===== config.mk =====
export PLATFORM = sky130hd
export DESIGN_NAME = operand_alu
export DESIGN_NICKNAME = d
export VERILOG_FILES = /design/src/hdl/isa_pkg.sv /design/src/hdl/ctrl_pkg.sv /design/src/hdl/operand_alu.sv
export SDC_FILE = /design/constraint.sdc
export NUM_CORES = 1
export LEC_CHECK = 0
export BUFFER_PORTS_ARGS = -buffer_cell sky130_fd_sc_hd__buf_2
export CAP_MARGIN = 20
export CELL_PAD_IN_SITES_DETAIL_PLACEMENT = 0
export CELL_PAD_IN_SITES_GLOBAL_PLACEMENT = 2
export CORE_ASPECT_RATIO = 1.4
export CORE_MARGIN = 3
export CORE_UTILIZATION = 34
export CTS_CLUSTER_DIAMETER = 150
export DETAILED_ROUTE_END_ITERATION = 10
export PLACE_DENSITY_LB_ADDON = 0.15
export SYNTH_ARGS = -nofsm -noshare
export SYNTH_HDL_FRONTEND = slang
export SYNTH_SLANG_ARGS = --single-unit

===== constraint.sdc =====
create_clock -name clock -period 5.53 [get_ports clock]
set_clock_uncertainty 0.15 [all_clocks]
set_input_delay 0.553 -clock clock [delete_from_list [all_inputs] [get_ports clock]]
set_output_delay 0.553 -clock clock [all_outputs]
set_load 0.005 [all_outputs]

===== src/hdl/isa_pkg.sv =====
package isa_pkg;

  // major opcodes in bits 30:25
  localparam logic [5:0] type_basic = 6'b100000;
  localparam logic [5:0] type_ls    = 6'b011100;
  localparam logic [5:0] addi       = 6'b101000;
  localparam logic [5:0] ori        = 6'b101100;
  localparam logic [5:0] xori       = 6'b101011;
  localparam logic [5:0] lwi        = 6'b000010;
  localparam logic [5:0] swi        = 6'b001010;
  localparam logic [5:0] movi       = 6'b100010;

  // basic sub-opcodes in the low five bits of sub
  localparam logic [4:0] sub_add   = 5'b00000;
  localparam logic [4:0] sub_sub   = 5'b00001;
  localparam logic [4:0] sub_and   = 5'b00010;
  localparam logic [4:0] sub_or    = 5'b00100;
  localparam logic [4:0] sub_xor   = 5'b00011;
  localparam logic [4:0] sub_srli  = 5'b01001;
  localparam logic [4:0] sub_slli  = 5'b01000;
  localparam logic [4:0] sub_rotri = 5'b01011;

  // load/store sub-opcodes use the full sub field
  localparam logic [7:0] lw = 8'b00000010;
  localparam logic [7:0] sw = 8'b00001010;

  // register form with imm5 in rb
  typedef struct packed {
    logic       spare;
    logic [5:0] opcode;
    logic [4:0] rt;
    logic [4:0] ra;
    logic [4:0] rb;
    logic [1:0] sv;
    logic [7:0] sub;
  } reg_form_t;

  // immediate form where ra overlaps imm[19:15]
  typedef struct packed {
    logic        spare;
    logic [5:0]  opcode;
    logic [4:0]  rt;
    logic [19:0] imm;
  } imm_form_t;

  typedef union packed {
    reg_form_t r;
    imm_form_t i;
  } instr_t;

endpackage


===== src/hdl/ctrl_pkg.sv =====
package ctrl_pkg;

  // sequencer states
  typedef enum logic [2:0] {
    st_stop        = 3'b000,
    st_fetch       = 3'b001,
    st_exec        = 3'b010,
    st_reg_write   = 3'b011,
    st_load_fetch  = 3'b100,
    st_load_write  = 3'b101,
    st_store_fetch = 3'b110,
    st_store_write = 3'b111
  } ctrl_state_t;

  typedef enum logic [1:0] {
    imm5_ze  = 2'b00,
    imm15_se = 2'b01,
    imm15_ze = 2'b10,
    imm20_se = 2'b11
  } imm_sel_t;

  typedef enum logic {
    alu_result = 1'b0,
    dm_out     = 1'b1
  } wb_sel_t;

  typedef enum logic {
    reg_out = 1'b0,
    imm_out = 1'b1
  } src_sel_t;

  typedef struct packed {
    logic     im_en;
    logic     im_fetch;
    logic     dm_en;
    logic     dm_fetch;
    logic     dm_write;
    logic     reg_read;
    logic     alu_execute;
    logic     reg_write;
    imm_sel_t imm_sel;
    wb_sel_t  wb_sel;
    src_sel_t src_sel;
  } ctrl_t;

endpackage


===== src/hdl/operand_alu.sv =====
module operand_alu #(
  parameter int data_size = 32
) (
  input  logic                 clock,
  input  logic                 reset,
  input  ctrl_pkg::ctrl_t      ctrl,
  input  isa_pkg::instr_t      instr,
  input  logic [data_size-1:0] ra_data,
  input  logic [data_size-1:0] rb_data,
  output logic [data_size-1:0] result
);
  import isa_pkg::*;
  import ctrl_pkg::*;

  localparam int sh_w = $clog2(data_size);

  logic [data_size-1:0]   imm;
  logic [data_size-1:0]   opnd_b;
  logic [data_size-1:0]   alu_out;
  logic [2*data_size-1:0] rot;
  logic [sh_w-1:0]        sh;

  // immediate extension
  always_comb begin
    case (ctrl.imm_sel)
      imm5_ze:  imm = {{(data_size-5){1'b0}}, instr.r.rb};
      imm15_se: imm = {{(data_size-15){instr.i.imm[14]}}, instr.i.imm[14:0]};
      imm15_ze: imm = {{(data_size-15){1'b0}}, instr.i.imm[14:0]};
      default:  imm = {{(data_size-20){instr.i.imm[19]}}, instr.i.imm};
    endcase
  end

  assign opnd_b = (ctrl.src_sel == imm_out) ? imm : rb_data;
  assign sh     = opnd_b[sh_w-1:0];
  assign rot    = {ra_data, ra_data} >> sh;

  // address generation for loads and stores falls to the add
  always_comb begin
    alu_out = ra_data + opnd_b;
    case (instr.r.opcode)
      type_basic: begin
        case (instr.r.sub[4:0])
          sub_sub:   alu_out = ra_data - opnd_b;
          sub_and:   alu_out = ra_data & opnd_b;
          sub_or:    alu_out = ra_data | opnd_b;
          sub_xor:   alu_out = ra_data ^ opnd_b;
          sub_srli:  alu_out = ra_data >> sh;
          sub_slli:  alu_out = ra_data << sh;
          sub_rotri: alu_out = rot[data_size-1:0];
          default:   alu_out = ra_data + opnd_b;
        endcase
      end
      ori:     alu_out = ra_data | opnd_b;
      xori:    alu_out = ra_data ^ opnd_b;
      movi:    alu_out = opnd_b;
      default: alu_out = ra_data + opnd_b;
    endcase
  end

  always_ff @(posedge clock) begin
    if (reset) begin
      result <= '0;
    end else if (ctrl.alu_execute) begin
      result <= alu_out;
    end
  end

endmodule


==> parameters.txt <==
Parameter                              Value

Yosys
  Netlist cell types    86
  Leading cell types by count after synthesis    mux2i_1, nand2_1, a21oi_1
  Number of storage elements in the synthesis netlist    32
  Number of flops mapped to enable cells by yosys    0
  Main area contributors after synthesis    mux2i_1, ha_1, a21oi_1
  Most used DFF post-synth    dfxtp_1
  Cell type contributing the most total cell area after synthesis    mux2i_1
  Syn Inst Count    1732
  Seq/Total Area, Yosys    5.53%
  Most frequently used cell type in the post-synthesis netlist    mux2i_1
  Post-synthesis instance area    11600 µm²
  Async set-or-reset flop fraction in the synthesized netlist    0%
  Synthesis Warnings    0
  Top-area cell type share of the netlist area    16.1%
  Synth Area per Inst    6.69 µm²
  Post-synth net total    1932

Layout
  Max reg flops    32
  Final standard cell area without fillers    12900 µm²
  Final layout net count    1984
  Layout Utilization    38.7%
  Registers with the most flip-flops    result: 32 flops
  Register with the highest flop count    result
  Antenna diode count    0
  Area growth from synthesis to final layout    11.6%
  Final instance count without filler cells    2230
  Share of final-layout standard cells stronger than drive strength 1    13.2%

Pwr
  Switching power of the nets    1.27 mW
  Peak supply drop    0.000130 V
  Pwr dens    180 nW/µm²
  Clock network fraction of design power    17.3%
  Leakage power of the design    5.61 nW
  Total power of the final layout    2.33 mW
  Fraction of power spent switching nets    54.6%
  Part of the total power dissipated in sequential elements    12.1%
  Internal power consumption    1.06 mW
  Logic pwr share    70.5%

STA
  Post-route clock period utilization    86.8%
  TNS Setup    0 ps
  Final setup viols    0
  Final max-slew violation count    0
  Worst slew pin tran    1100 ps
  Peak clock frequency supported by timing    0.208 GHz
  Time the final worst path needs with I/O delays and setup    4800 ps
  Max-slew headroom at the worst pin    26.1%
  Setup repair after global routing missed its margin    false
  Final Hold Violating Endpoints    0

Die
  Y dimension of the die    224 µm
  Core area    33400 µm²
  Initial core utilization    34.7%
  Die Width    162 µm
  Boundary Pins    142
  # rows    79
  Die Area    36400 µm²

Route
  Vias    14900
  Wire length reported by the detailed router    69600 µm
  DRT antenna net count    0
  First-iteration detailed-routing DRC count    1787
  Ratio of routed vias to standard cells    6.69
  Routed len/inst    31.2 µm
  Router iterations before antenna repair    6
  Post-detailed-route DRC marker count    0

Critical path
  Startpoint type of the worst setup path    input port
  Required time reported for the critical path endpoint    5650 ps
  Crit Reg-Reg Endpoint    result[23]$_SDFFE_PP0P_
  Critical-path top delay cell    a211oi_1
  Origin of the critical flop-to-flop path    result[23]$_SDFFE_PP0P_
  Nature of the critical path endpoint    flip-flop
  Worst setup slack for register-to-register paths    3930 ps
  CP Buf/Inv Count    2
  Depth of the worst register-to-register path    5
  Max stage delay on crit path    760 ps
  WS Path Type    in -> reg
  Arrival time at the worst endpoint    4920 ps
  Cells traversed along the worst timing path    buf_2 > or4b_2 > o221ai_2 > clkinv_1 > ha_1 > nor3b_1 > a221o_2 > a21o_1 > a211oi_1 > o2bb2ai_1 > nor3_1 > or4_1 > nand3_1 > a32o_1
  Peak fanout along the critical path    16
  Family with the most delay on the worst path    compound AO/OA/AOI/OAI gates

Global route
  Number of global-route vias before repair    14200
  Total gr overflow    0
  Wire length of the first global-routing pass    98900 µm
  Number of antenna violations at the first check in global routing    0
  GRT Util Overall    36.8%
  Largest net degree at the start of global routing    73

Clock network
  Maximum buffer depth of the clock tree    2
  CTS hold repair buffers    0
  Number of levels the H-tree was split into    2
  Register clock-pin slew on the reported worst setup and hold paths    80 ps
  Sinks on the clock net    32
  TritonCTS clock tree    built
  Clock root buffer    clkbuf_16
  Number of buffers added for setup after CTS    0
  Worst-Skew Late Latency    320 ps
  Number of resized instances in the post-cts repair step    0
  Number of clock buffers inserted by TritonCTS    5

Placement
  Port buffer count    127
  Routability-driven placement congestion ratio    1.03
  Placed cells    2222
  Area of placed instances    12800 µm²
  Total half-perimeter wirelength after legalization and detailed placement    54400 µm

Min path
  Hold path depth    2
  Capture endpoint of the worst hold path    result[2]$_SDFFE_PP0P_
  Path class of the lowest-slack min-delay path    reg -> reg
  Launch instance of the worst min-delay path    result[2]$_SDFFE_PP0P_

Outcome
  Result of the run    complete, no violations

Flow run
  Max Cap Viol    0
-- cells in the final DEF, fill, tap and decap left out, types with 6 or more instances in the layout --
cell type  count
o21ai_0      142
a21o_1        20
o31ai_1       11
and2_1         6
and3_1        11
a311oi_1       8
a211oi_1      22
xor2_1        10
o21bai_1      13
a2111oi_0      8
o2bb2ai_1     14
or3_1          9
o21a_1        11
a221oi_1      29
o22ai_1       44
nor4_1        15
mux2i_1      187
nand3_1       38
ha_1          89
nor2_1       143
o211ai_1      42
o221ai_1      24
or2_2          6
buf_2        127
a22oi_1       20
a21oi_1      149
nor2b_1       11
xnor2_1       38
o2111ai_1     10
nor4b_1        6
nand4_1       12
a31oi_1        9
nand2_1      156
inv_1         96
dfxtp_1       32
nor3_1        39
nand2b_1      14
buf_4         59
-- worst reg2reg max path, delay by kind of cell, from the launching register on --
family	cells	cell delay, ps
AOI/OAI and AO/OA	3	710
DFF	1	370
and+or+nand+nor	2	220
-- power by group through the flow --
stage / clock network [mW] / logic, mW / registers, mW
after floorplan: 0 / 1.02 / 0.283
after global placement: 0 / 1.60 / 0.287
after detailed placement: 0 / 1.59 / 0.287
after CTS: 0.407 / 1.60 / 0.282
after global routing: 0.408 / 1.74 / 0.285
final: 0.403 / 1.64 / 0.282
-- stage by stage --
step	setup WS [ps]	hold slack, ps
after floorplan	549	289
after global placement	435	280
after detailed placement	425	285
after CTS	770	297
after global routing	480	335
final	728	293
-- layout make-up --
type | count | area (µm²)
fill | 3740 | 20500
multi-input combinational | 1456 | 10000
timing repair buffer | 189 | 1140
sequential | 32 | 641
tap | 445 | 557
inverter | 100 | 375
clock buffer | 7 | 153
clock inverter | 1 | 30.0
-- logic make-up (layout without fill, tap and decap cells) --
group / count (synthesis) / in the layout / synth area share [%]
simple gates: 493 / 493 / 19.8
buf+inv: 244 / 297 / 8.17
flops: 32 / 32 / 5.53
compound gates: 634 / 634 / 36.6
mux: 191 / 191 / 16.5
xor+xnor: 48 / 48 / 3.63
fa+ha+maj: 90 / 90 / 9.78
-- how the worst max path moves through the flow --
stage | startpoint | to | slack (ps) | depth (start not counted)
floorplan | ctrl[3] | result[27]$_SDFFE_PP0P_ | 550 | 18
global placement | ctrl[3] | result[29]$_SDFFE_PP0P_ | 440 | 14
detailed placement | ctrl[3] | result[29]$_SDFFE_PP0P_ | 420 | 14
CTS | ctrl[3] | result[29]$_SDFFE_PP0P_ | 770 | 14
global route | ctrl[3] | result[28]$_SDFFE_PP0P_ | 480 | 14
finish | ctrl[3] | result[29]$_SDFFE_PP0P_ | 730 | 14
-- per-layer routing --
metal | global-route usage [%] | share of wire [%] | wire (µm) | up-vias
met5 | 0 | 0 | 0 | -
met4 | 17.9 | 5.9 | 4100 | 0
met3 | 4.70 | 6.9 | 4790 | 186
met2 | 61.5 | 47 | 32400 | 760
met1 | 46.7 | 41 | 28300 | 7376
li1 | - | - | - | 6593
Power figures use the tool's default switching activity.
