<file path="src/hdl/isa_pkg.sv">
package isa_pkg;

  // major opcodes in bits 30:25
  localparam logic [5:0] type_basic = 6'b100000;
  localparam logic [5:0] type_ls    = 6'b011100;
  localparam logic [5:0] addi       = 6'b101000;
  localparam logic [5:0] ori        = 6'b101100;
  localparam logic [5:0] xori       = 6'b101011;
  localparam logic [5:0] lwi        = 6'b000010;
  localparam logic [5:0] swi        = 6'b001010;
  localparam logic [5:0] movi       = 6'b100010;

  // basic sub-opcodes in the low five bits of sub
  localparam logic [4:0] sub_add   = 5'b00000;
  localparam logic [4:0] sub_sub   = 5'b00001;
  localparam logic [4:0] sub_and   = 5'b00010;
  localparam logic [4:0] sub_or    = 5'b00100;
  localparam logic [4:0] sub_xor   = 5'b00011;
  localparam logic [4:0] sub_srli  = 5'b01001;
  localparam logic [4:0] sub_slli  = 5'b01000;
  localparam logic [4:0] sub_rotri = 5'b01011;

  // load/store sub-opcodes use the full sub field
  localparam logic [7:0] lw = 8'b00000010;
  localparam logic [7:0] sw = 8'b00001010;

  // register form with imm5 in rb
  typedef struct packed {
    logic       spare;
    logic [5:0] opcode;
    logic [4:0] rt;
    logic [4:0] ra;
    logic [4:0] rb;
    logic [1:0] sv;
    logic [7:0] sub;
  } reg_form_t;

  // immediate form where ra overlaps imm[19:15]
  typedef struct packed {
    logic        spare;
    logic [5:0]  opcode;
    logic [4:0]  rt;
    logic [19:0] imm;
  } imm_form_t;

  typedef union packed {
    reg_form_t r;
    imm_form_t i;
  } instr_t;

endpackage

</file>
<file path="src/hdl/ctrl_pkg.sv">
package ctrl_pkg;

  // sequencer states
  typedef enum logic [2:0] {
    st_stop        = 3'b000,
    st_fetch       = 3'b001,
    st_exec        = 3'b010,
    st_reg_write   = 3'b011,
    st_load_fetch  = 3'b100,
    st_load_write  = 3'b101,
    st_store_fetch = 3'b110,
    st_store_write = 3'b111
  } ctrl_state_t;

  typedef enum logic [1:0] {
    imm5_ze  = 2'b00,
    imm15_se = 2'b01,
    imm15_ze = 2'b10,
    imm20_se = 2'b11
  } imm_sel_t;

  typedef enum logic {
    alu_result = 1'b0,
    dm_out     = 1'b1
  } wb_sel_t;

  typedef enum logic {
    reg_out = 1'b0,
    imm_out = 1'b1
  } src_sel_t;

  typedef struct packed {
    logic     im_en;
    logic     im_fetch;
    logic     dm_en;
    logic     dm_fetch;
    logic     dm_write;
    logic     reg_read;
    logic     alu_execute;
    logic     reg_write;
    imm_sel_t imm_sel;
    wb_sel_t  wb_sel;
    src_sel_t src_sel;
  } ctrl_t;

endpackage

</file>
<file path="src/hdl/ir_controller.sv">
module ir_controller #(
  parameter int mem_size  = 10,
  parameter int data_size = 32,
  parameter int addr_size = 5
) (
  input  logic                 clock,
  input  logic                 reset,
  input  logic                 run,
  input  logic [data_size-1:0] ir,
  output logic [mem_size-1:0]  pc,
  output ctrl_pkg::ctrl_t      ctrl,
  output isa_pkg::instr_t      instr,
  output logic                 retire
);
  import isa_pkg::*;
  import ctrl_pkg::*;

  ctrl_state_t          state;
  ctrl_state_t          state_next;
  instr_t               instr_reg;
  logic [4:0]           sub5;
  logic [addr_size-1:0] shamt;
  logic                 is_load;
  logic                 is_store;
  logic                 is_shift;
  logic                 is_nop;
  logic                 writes_reg;

  always_ff @(posedge clock) begin
    if (reset) begin
      state <= st_stop;
    end else begin
      state <= state_next;
    end
  end

  // every instruction walks all eight states
  always_comb begin
    case (state)
      st_stop:        state_next = run ? st_fetch : st_stop;
      st_fetch:       state_next = st_exec;
      st_exec:        state_next = st_load_fetch;
      st_load_fetch:  state_next = st_load_write;
      st_load_write:  state_next = st_reg_write;
      st_reg_write:   state_next = st_store_fetch;
      st_store_fetch: state_next = st_store_write;
      default:        state_next = st_stop;
    endcase
  end

  always_ff @(posedge clock) begin
    if (reset) begin
      pc <= '0;
    end else if (state == st_stop && !run) begin
      // program restarts from word 0
      pc <= '0;
    end else if (state == st_store_write) begin
      pc <= pc + 1'b1;
    end
  end

  always_ff @(posedge clock) begin
    if (state == st_exec) begin
      instr_reg <= ir;
    end
  end

  // imem output already holds the word during fetch and execute
  assign instr = (state == st_fetch || state == st_exec) ? instr_t'(ir) : instr_reg;

  assign sub5  = instr.r.sub[4:0];
  assign shamt = instr.r.rb;

  assign is_load  = instr.r.opcode == lwi || (instr.r.opcode == type_ls && instr.r.sub == lw);
  assign is_store = instr.r.opcode == swi || (instr.r.opcode == type_ls && instr.r.sub == sw);
  assign is_shift = instr.r.opcode == type_basic &&
                    (sub5 == sub_srli || sub5 == sub_slli || sub5 == sub_rotri);
  // srli by zero
  assign is_nop   = instr.r.opcode == type_basic && sub5 == sub_srli && shamt == '0;

  always_comb begin
    case (instr.r.opcode)
      type_basic:             writes_reg = !is_nop;
      addi, ori, xori, movi:  writes_reg = 1'b1;
      lwi:                    writes_reg = 1'b1;
      type_ls:                writes_reg = instr.r.sub == lw;
      default:                writes_reg = 1'b0;
    endcase
  end

  always_comb begin
    ctrl = '0;
    case (state)
      st_stop: begin
        if (run) begin
          ctrl.im_en    = 1'b1;
          ctrl.im_fetch = 1'b1;
        end
      end
      st_fetch: begin
        ctrl.im_en    = 1'b1;
        ctrl.im_fetch = 1'b1;
        ctrl.reg_read = 1'b1;
      end
      st_exec: begin
        ctrl.alu_execute = 1'b1;
      end
      st_load_fetch: begin
        ctrl.dm_en    = is_load;
        ctrl.dm_fetch = is_load;
      end
      st_reg_write: begin
        ctrl.reg_write = writes_reg;
      end
      st_store_fetch: begin
        // second read for the store data in rt
        ctrl.reg_read = is_store;
      end
      st_store_write: begin
        ctrl.dm_en    = is_store;
        ctrl.dm_write = is_store;
      end
      default: begin
        // data memory output settles in load write
      end
    endcase

    ctrl.wb_sel = is_load ? dm_out : alu_result;

    case (instr.r.opcode)
      type_basic: begin
        ctrl.imm_sel = imm5_ze;
        ctrl.src_sel = is_shift ? imm_out : reg_out;
      end
      addi: begin
        ctrl.imm_sel = imm15_se;
        ctrl.src_sel = imm_out;
      end
      ori, xori, lwi, swi: begin
        ctrl.imm_sel = imm15_ze;
        ctrl.src_sel = imm_out;
      end
      movi: begin
        ctrl.imm_sel = imm20_se;
        ctrl.src_sel = imm_out;
      end
      default: begin
        ctrl.imm_sel = imm5_ze;
        ctrl.src_sel = reg_out;
      end
    endcase
  end

  assign retire = state == st_store_write;

endmodule

</file>
<file path="config.mk">
export PLATFORM = sky130hd
export DESIGN_NAME = ir_controller
export DESIGN_NICKNAME = d
export VERILOG_FILES = /design/src/hdl/isa_pkg.sv /design/src/hdl/ctrl_pkg.sv /design/src/hdl/ir_controller.sv
export SDC_FILE = /design/constraint.sdc
export NUM_CORES = 1
export LEC_CHECK = 0
export ABC_AREA = 1
export BUFFER_PORTS_ARGS = -buffer_cell sky130_fd_sc_hd__buf_2
export CAP_MARGIN = 20
export CORE_ASPECT_RATIO = 0.7
export CORE_UTILIZATION = 40
export CTS_CLUSTER_SIZE = 40
export DETAILED_ROUTE_END_ITERATION = 8
export PLACE_DENSITY = 0.67
export SETUP_SLACK_MARGIN = 0.05
export SLEW_MARGIN = 20
export SYNTH_ARGS = -nofsm -noshare
export SYNTH_HDL_FRONTEND = slang
export SYNTH_SLANG_ARGS = --single-unit
</file>
<file path="constraint.sdc">
create_clock -name clock -period 3.4 [get_ports clock]
set_input_delay 0 -clock clock [delete_from_list [all_inputs] [get_ports clock]]
set_output_delay 0 -clock clock [all_outputs]
set_load 0.005 [all_outputs]
</file>
==> results.py <==
metrics = {
    "global_route": {
        "antenna_found_initial": 0,
        "grt_pass1_vias": 2051,
        "grt_overflow": 0,
        "grtUsageTotal": 0.190,
        "grt_pass1_wl_um": 9790,
        "grt_max_degree": 41,
    },
    "detailed_routing": {
        "drt.antenna.violating_nets": 0,
        "route.detailed.drc": 0,
        "vias_per_cell": 4.56,
        "dr.pass1.iters": 5,
        "via_count": 2257,
        "wl_per_cell_um": 12.4,
        "drt-total-wl_um": 6120,
        "first_iter_violations": 81,
    },
    "cts": {
        "clk_pin_slew_worst_paths_ps": 80,
        "cts_tree": "done",
        "clock_path_buffers": 2,
        "ctsRootBufferMaster": "clkbuf_8",
        "htree_levels": 2,
        "cts.sinks": 45,
        "worstSkewPairLatency_ps": 300,
        "cts_buffers": 5,
        "cts_resized": 0,
    },
    "worst_setup_path": {
        "required_ps": 3400,
        "worstPathArrival_ps": 2850,
        "path_max_fanout": 40,
        "cp-startpoint": "state[1]$_SDFF_PP0_",
        "end_kind": "output port",
        "critPathLaunchType": "flop",
        "rr_startpoint": "state[1]$_SDFF_PP0_",
        "worst-setup-path-type": "reg -> out",
    },
    "yosys": {
        "ys_warn_count": 0,
        "syn_nets": 335,
        "synth.largest_area_cell": "edfxtp_1",
        "yosys.area.top_type_share": 0.382,
        "synthCells": 299,
        "synth_cell_type_count": 31,
        "synth_edf_count": 32,
        "synthFlopType": "edfxtp_1",
        "yosysMostFrequentCell": "nand2_1",
        "yosys-top-cells-count": "nand2_1 (76), inv_1 (41), edfxtp_1 (32), nor2_1 (23), nand3_1 (20)",
        "synth.area.top_cells": "edfxtp_1 (38%), nand2_1 (11%), dfxtp_1 (10%), inv_1 (6.1%), mux2_2 (5.8%)",
        "synth_area_per_cell_um2": 8.40,
        "netlist_area_mm2": 0.00251,
        "ys_ff_latch": 45,
        "synthArstFlopShare": 0,
        "ys_seq_area_frac": 0.486,
    },
    "place": {
        "hpwl_um": 4460,
        "place_congestion": 0.868,
        "dp_slack_ps": 882,
        "port_buffers": 89,
    },
    "power": {
        "p_int_uw": 900,
        "comb_power_share": 0.263,
        "clock_power_share": 0.254,
        "p_sw_uw": 375,
        "switching_share": 0.294,
        "cellPowerDensity_mw_per_mm2": 376,
        "p_leak_uw": 0.00162,
        "ir_drop_v": 0.000192,
        "total_power_uw": 1270,
        "p_seq_frac": 0.483,
    },
    "timing": {
        "final.setup.worst_slack_ps": 548,
        "worst_hold_slack_ps": 425,
        "finalCritPeriodShare": 0.839,
        "worst_pin_slew_ps": 521,
        "rsz0062_at_grt": "no",
        "fin_crit_ps": 2850,
        "max_clock_freq_mhz": 351,
        "final_hold_viol_count": 0,
        "finalMaxSlewViolations": 0,
        "tns_ps": 0,
        "clock_skew_ps": 3.65,
        "setup_viol": 0,
        "slew-limit-headroom": 0.651,
    },
    "finish": {
        "largest_reg_flops": 32,
        "drive_above_1_share": 0.324,
        "fill_cells": 553,
        "area_growth_pct": 34.9,
        "final_nets": 455,
        "diodes": 0,
        "final_util": 0.575,
    },
    "worst_hold_path": {
        "min_from": "ir[5]",
        "hold_path_class": "in -> reg",
    },
    "floorplan": {
        "io_pins": 90,
        "die_y_um": 68.3,
        "fp.dieArea_mm2": 0.00661,
        "start_util": 0.426,
        "die_w_um": 96.7,
        "rows": 23,
        "core_mm2": 0.00590,
    },
    "status": {
        "status": "complete, no violations",
    },
    "flow_run": {
        "cap_violations": 0,
    },
}
## logic make-up after synthesis
family                   count (synthesis)  synth area share
adder cells (fa/ha/maj)                  1           0.00498
flip-flops                              45             0.486
AO/OA/AOI/OAI                           24            0.0538
AND/OR/NAND/NOR                        155             0.285
buffers and inverters                   61             0.112
multiplexers                            13            0.0583
## worst max-delay path, cell delays in order (launching register included)
cell and delay (ps):
dfxtp_1 490, clkinv_1 180, nand3_2 370, nand2_4 360, o21ai_1 300, nand2_1 70, nor2_1 170, nand3_1 130
o21ai_2 180, nand2_1 70, nor2_1 90, buf_2 120
## power by group through the flow
stage | clock, uW | combinational, uW | sequential, uW
CTS | 338 | 337 | 616
detailed placement | 0 | 305 | 628
floorplan | 0 | 208 | 625
finish | 324 | 335 | 616
global route | 358 | 376 | 618
global placement | 0 | 300 | 627
## through the flow
stage,instances,instance area (um^2)
after floorplan,299,2510
final,495,3390
after global routing,495,3390
after detailed placement,453,2970
after global placement,453,2970
after CTS,495,3390
## layer usage
metal  vias up  routed length [um]  GRT usage
met5         -                   0          0
met3        10                 388     0.0439
met4         0                  81     0.0616
met1       987                3000      0.259
met2        61                2650      0.301
li1       1199                   -          -
## cells in the final DEF, fill, tap and decap left out, drive strengths merged
cell type    count
buf             90
nand3b           9
nor3             8
edfxtp          32
mux2            13
nand3           22
or2              2
a21oi           12
nand2           86
and3             1
nor2            26
clkbuf           7
ha               1
o21a             1
dfxtp           13
clkinvlp         1
o21ai            9
a211oi           1
dlygate4sd3     34
inv             49
and2             1
clkinv           1
o21bai           1
## area by class of cell
cell class              instances  area, um^2  area share
multi-input cells             193        1010       0.298
inverters                      50         188      0.0554
well taps                      75        93.8      0.0277
clock inverters                 1        7.51     0.00221
clock buffers                   7        76.3      0.0225
repair buffers                124         793       0.234
flip-flops and latches         45        1220       0.360
## worst paths after layout
check / cells after the start / to / slack, ps
setup / recovery: 11 / ctrl[7] / 550
hold / removal: 2 / instr_reg[5]$_DFFE_PN_ / 430
setup reg to reg: 3 / instr_reg[30]$_DFFE_PN_ / 1430
hold reg to reg: 2 / pc[9]$_SDFFE_PP0P_ / 470
## repair_timing
item / 4_1_cts / 5_1_grt
endpoints found under the hold margin: 35 / 0
hold buffers: 34 / 0
setup buffers: 0 / 0
Power figures use the tool's default switching activity.
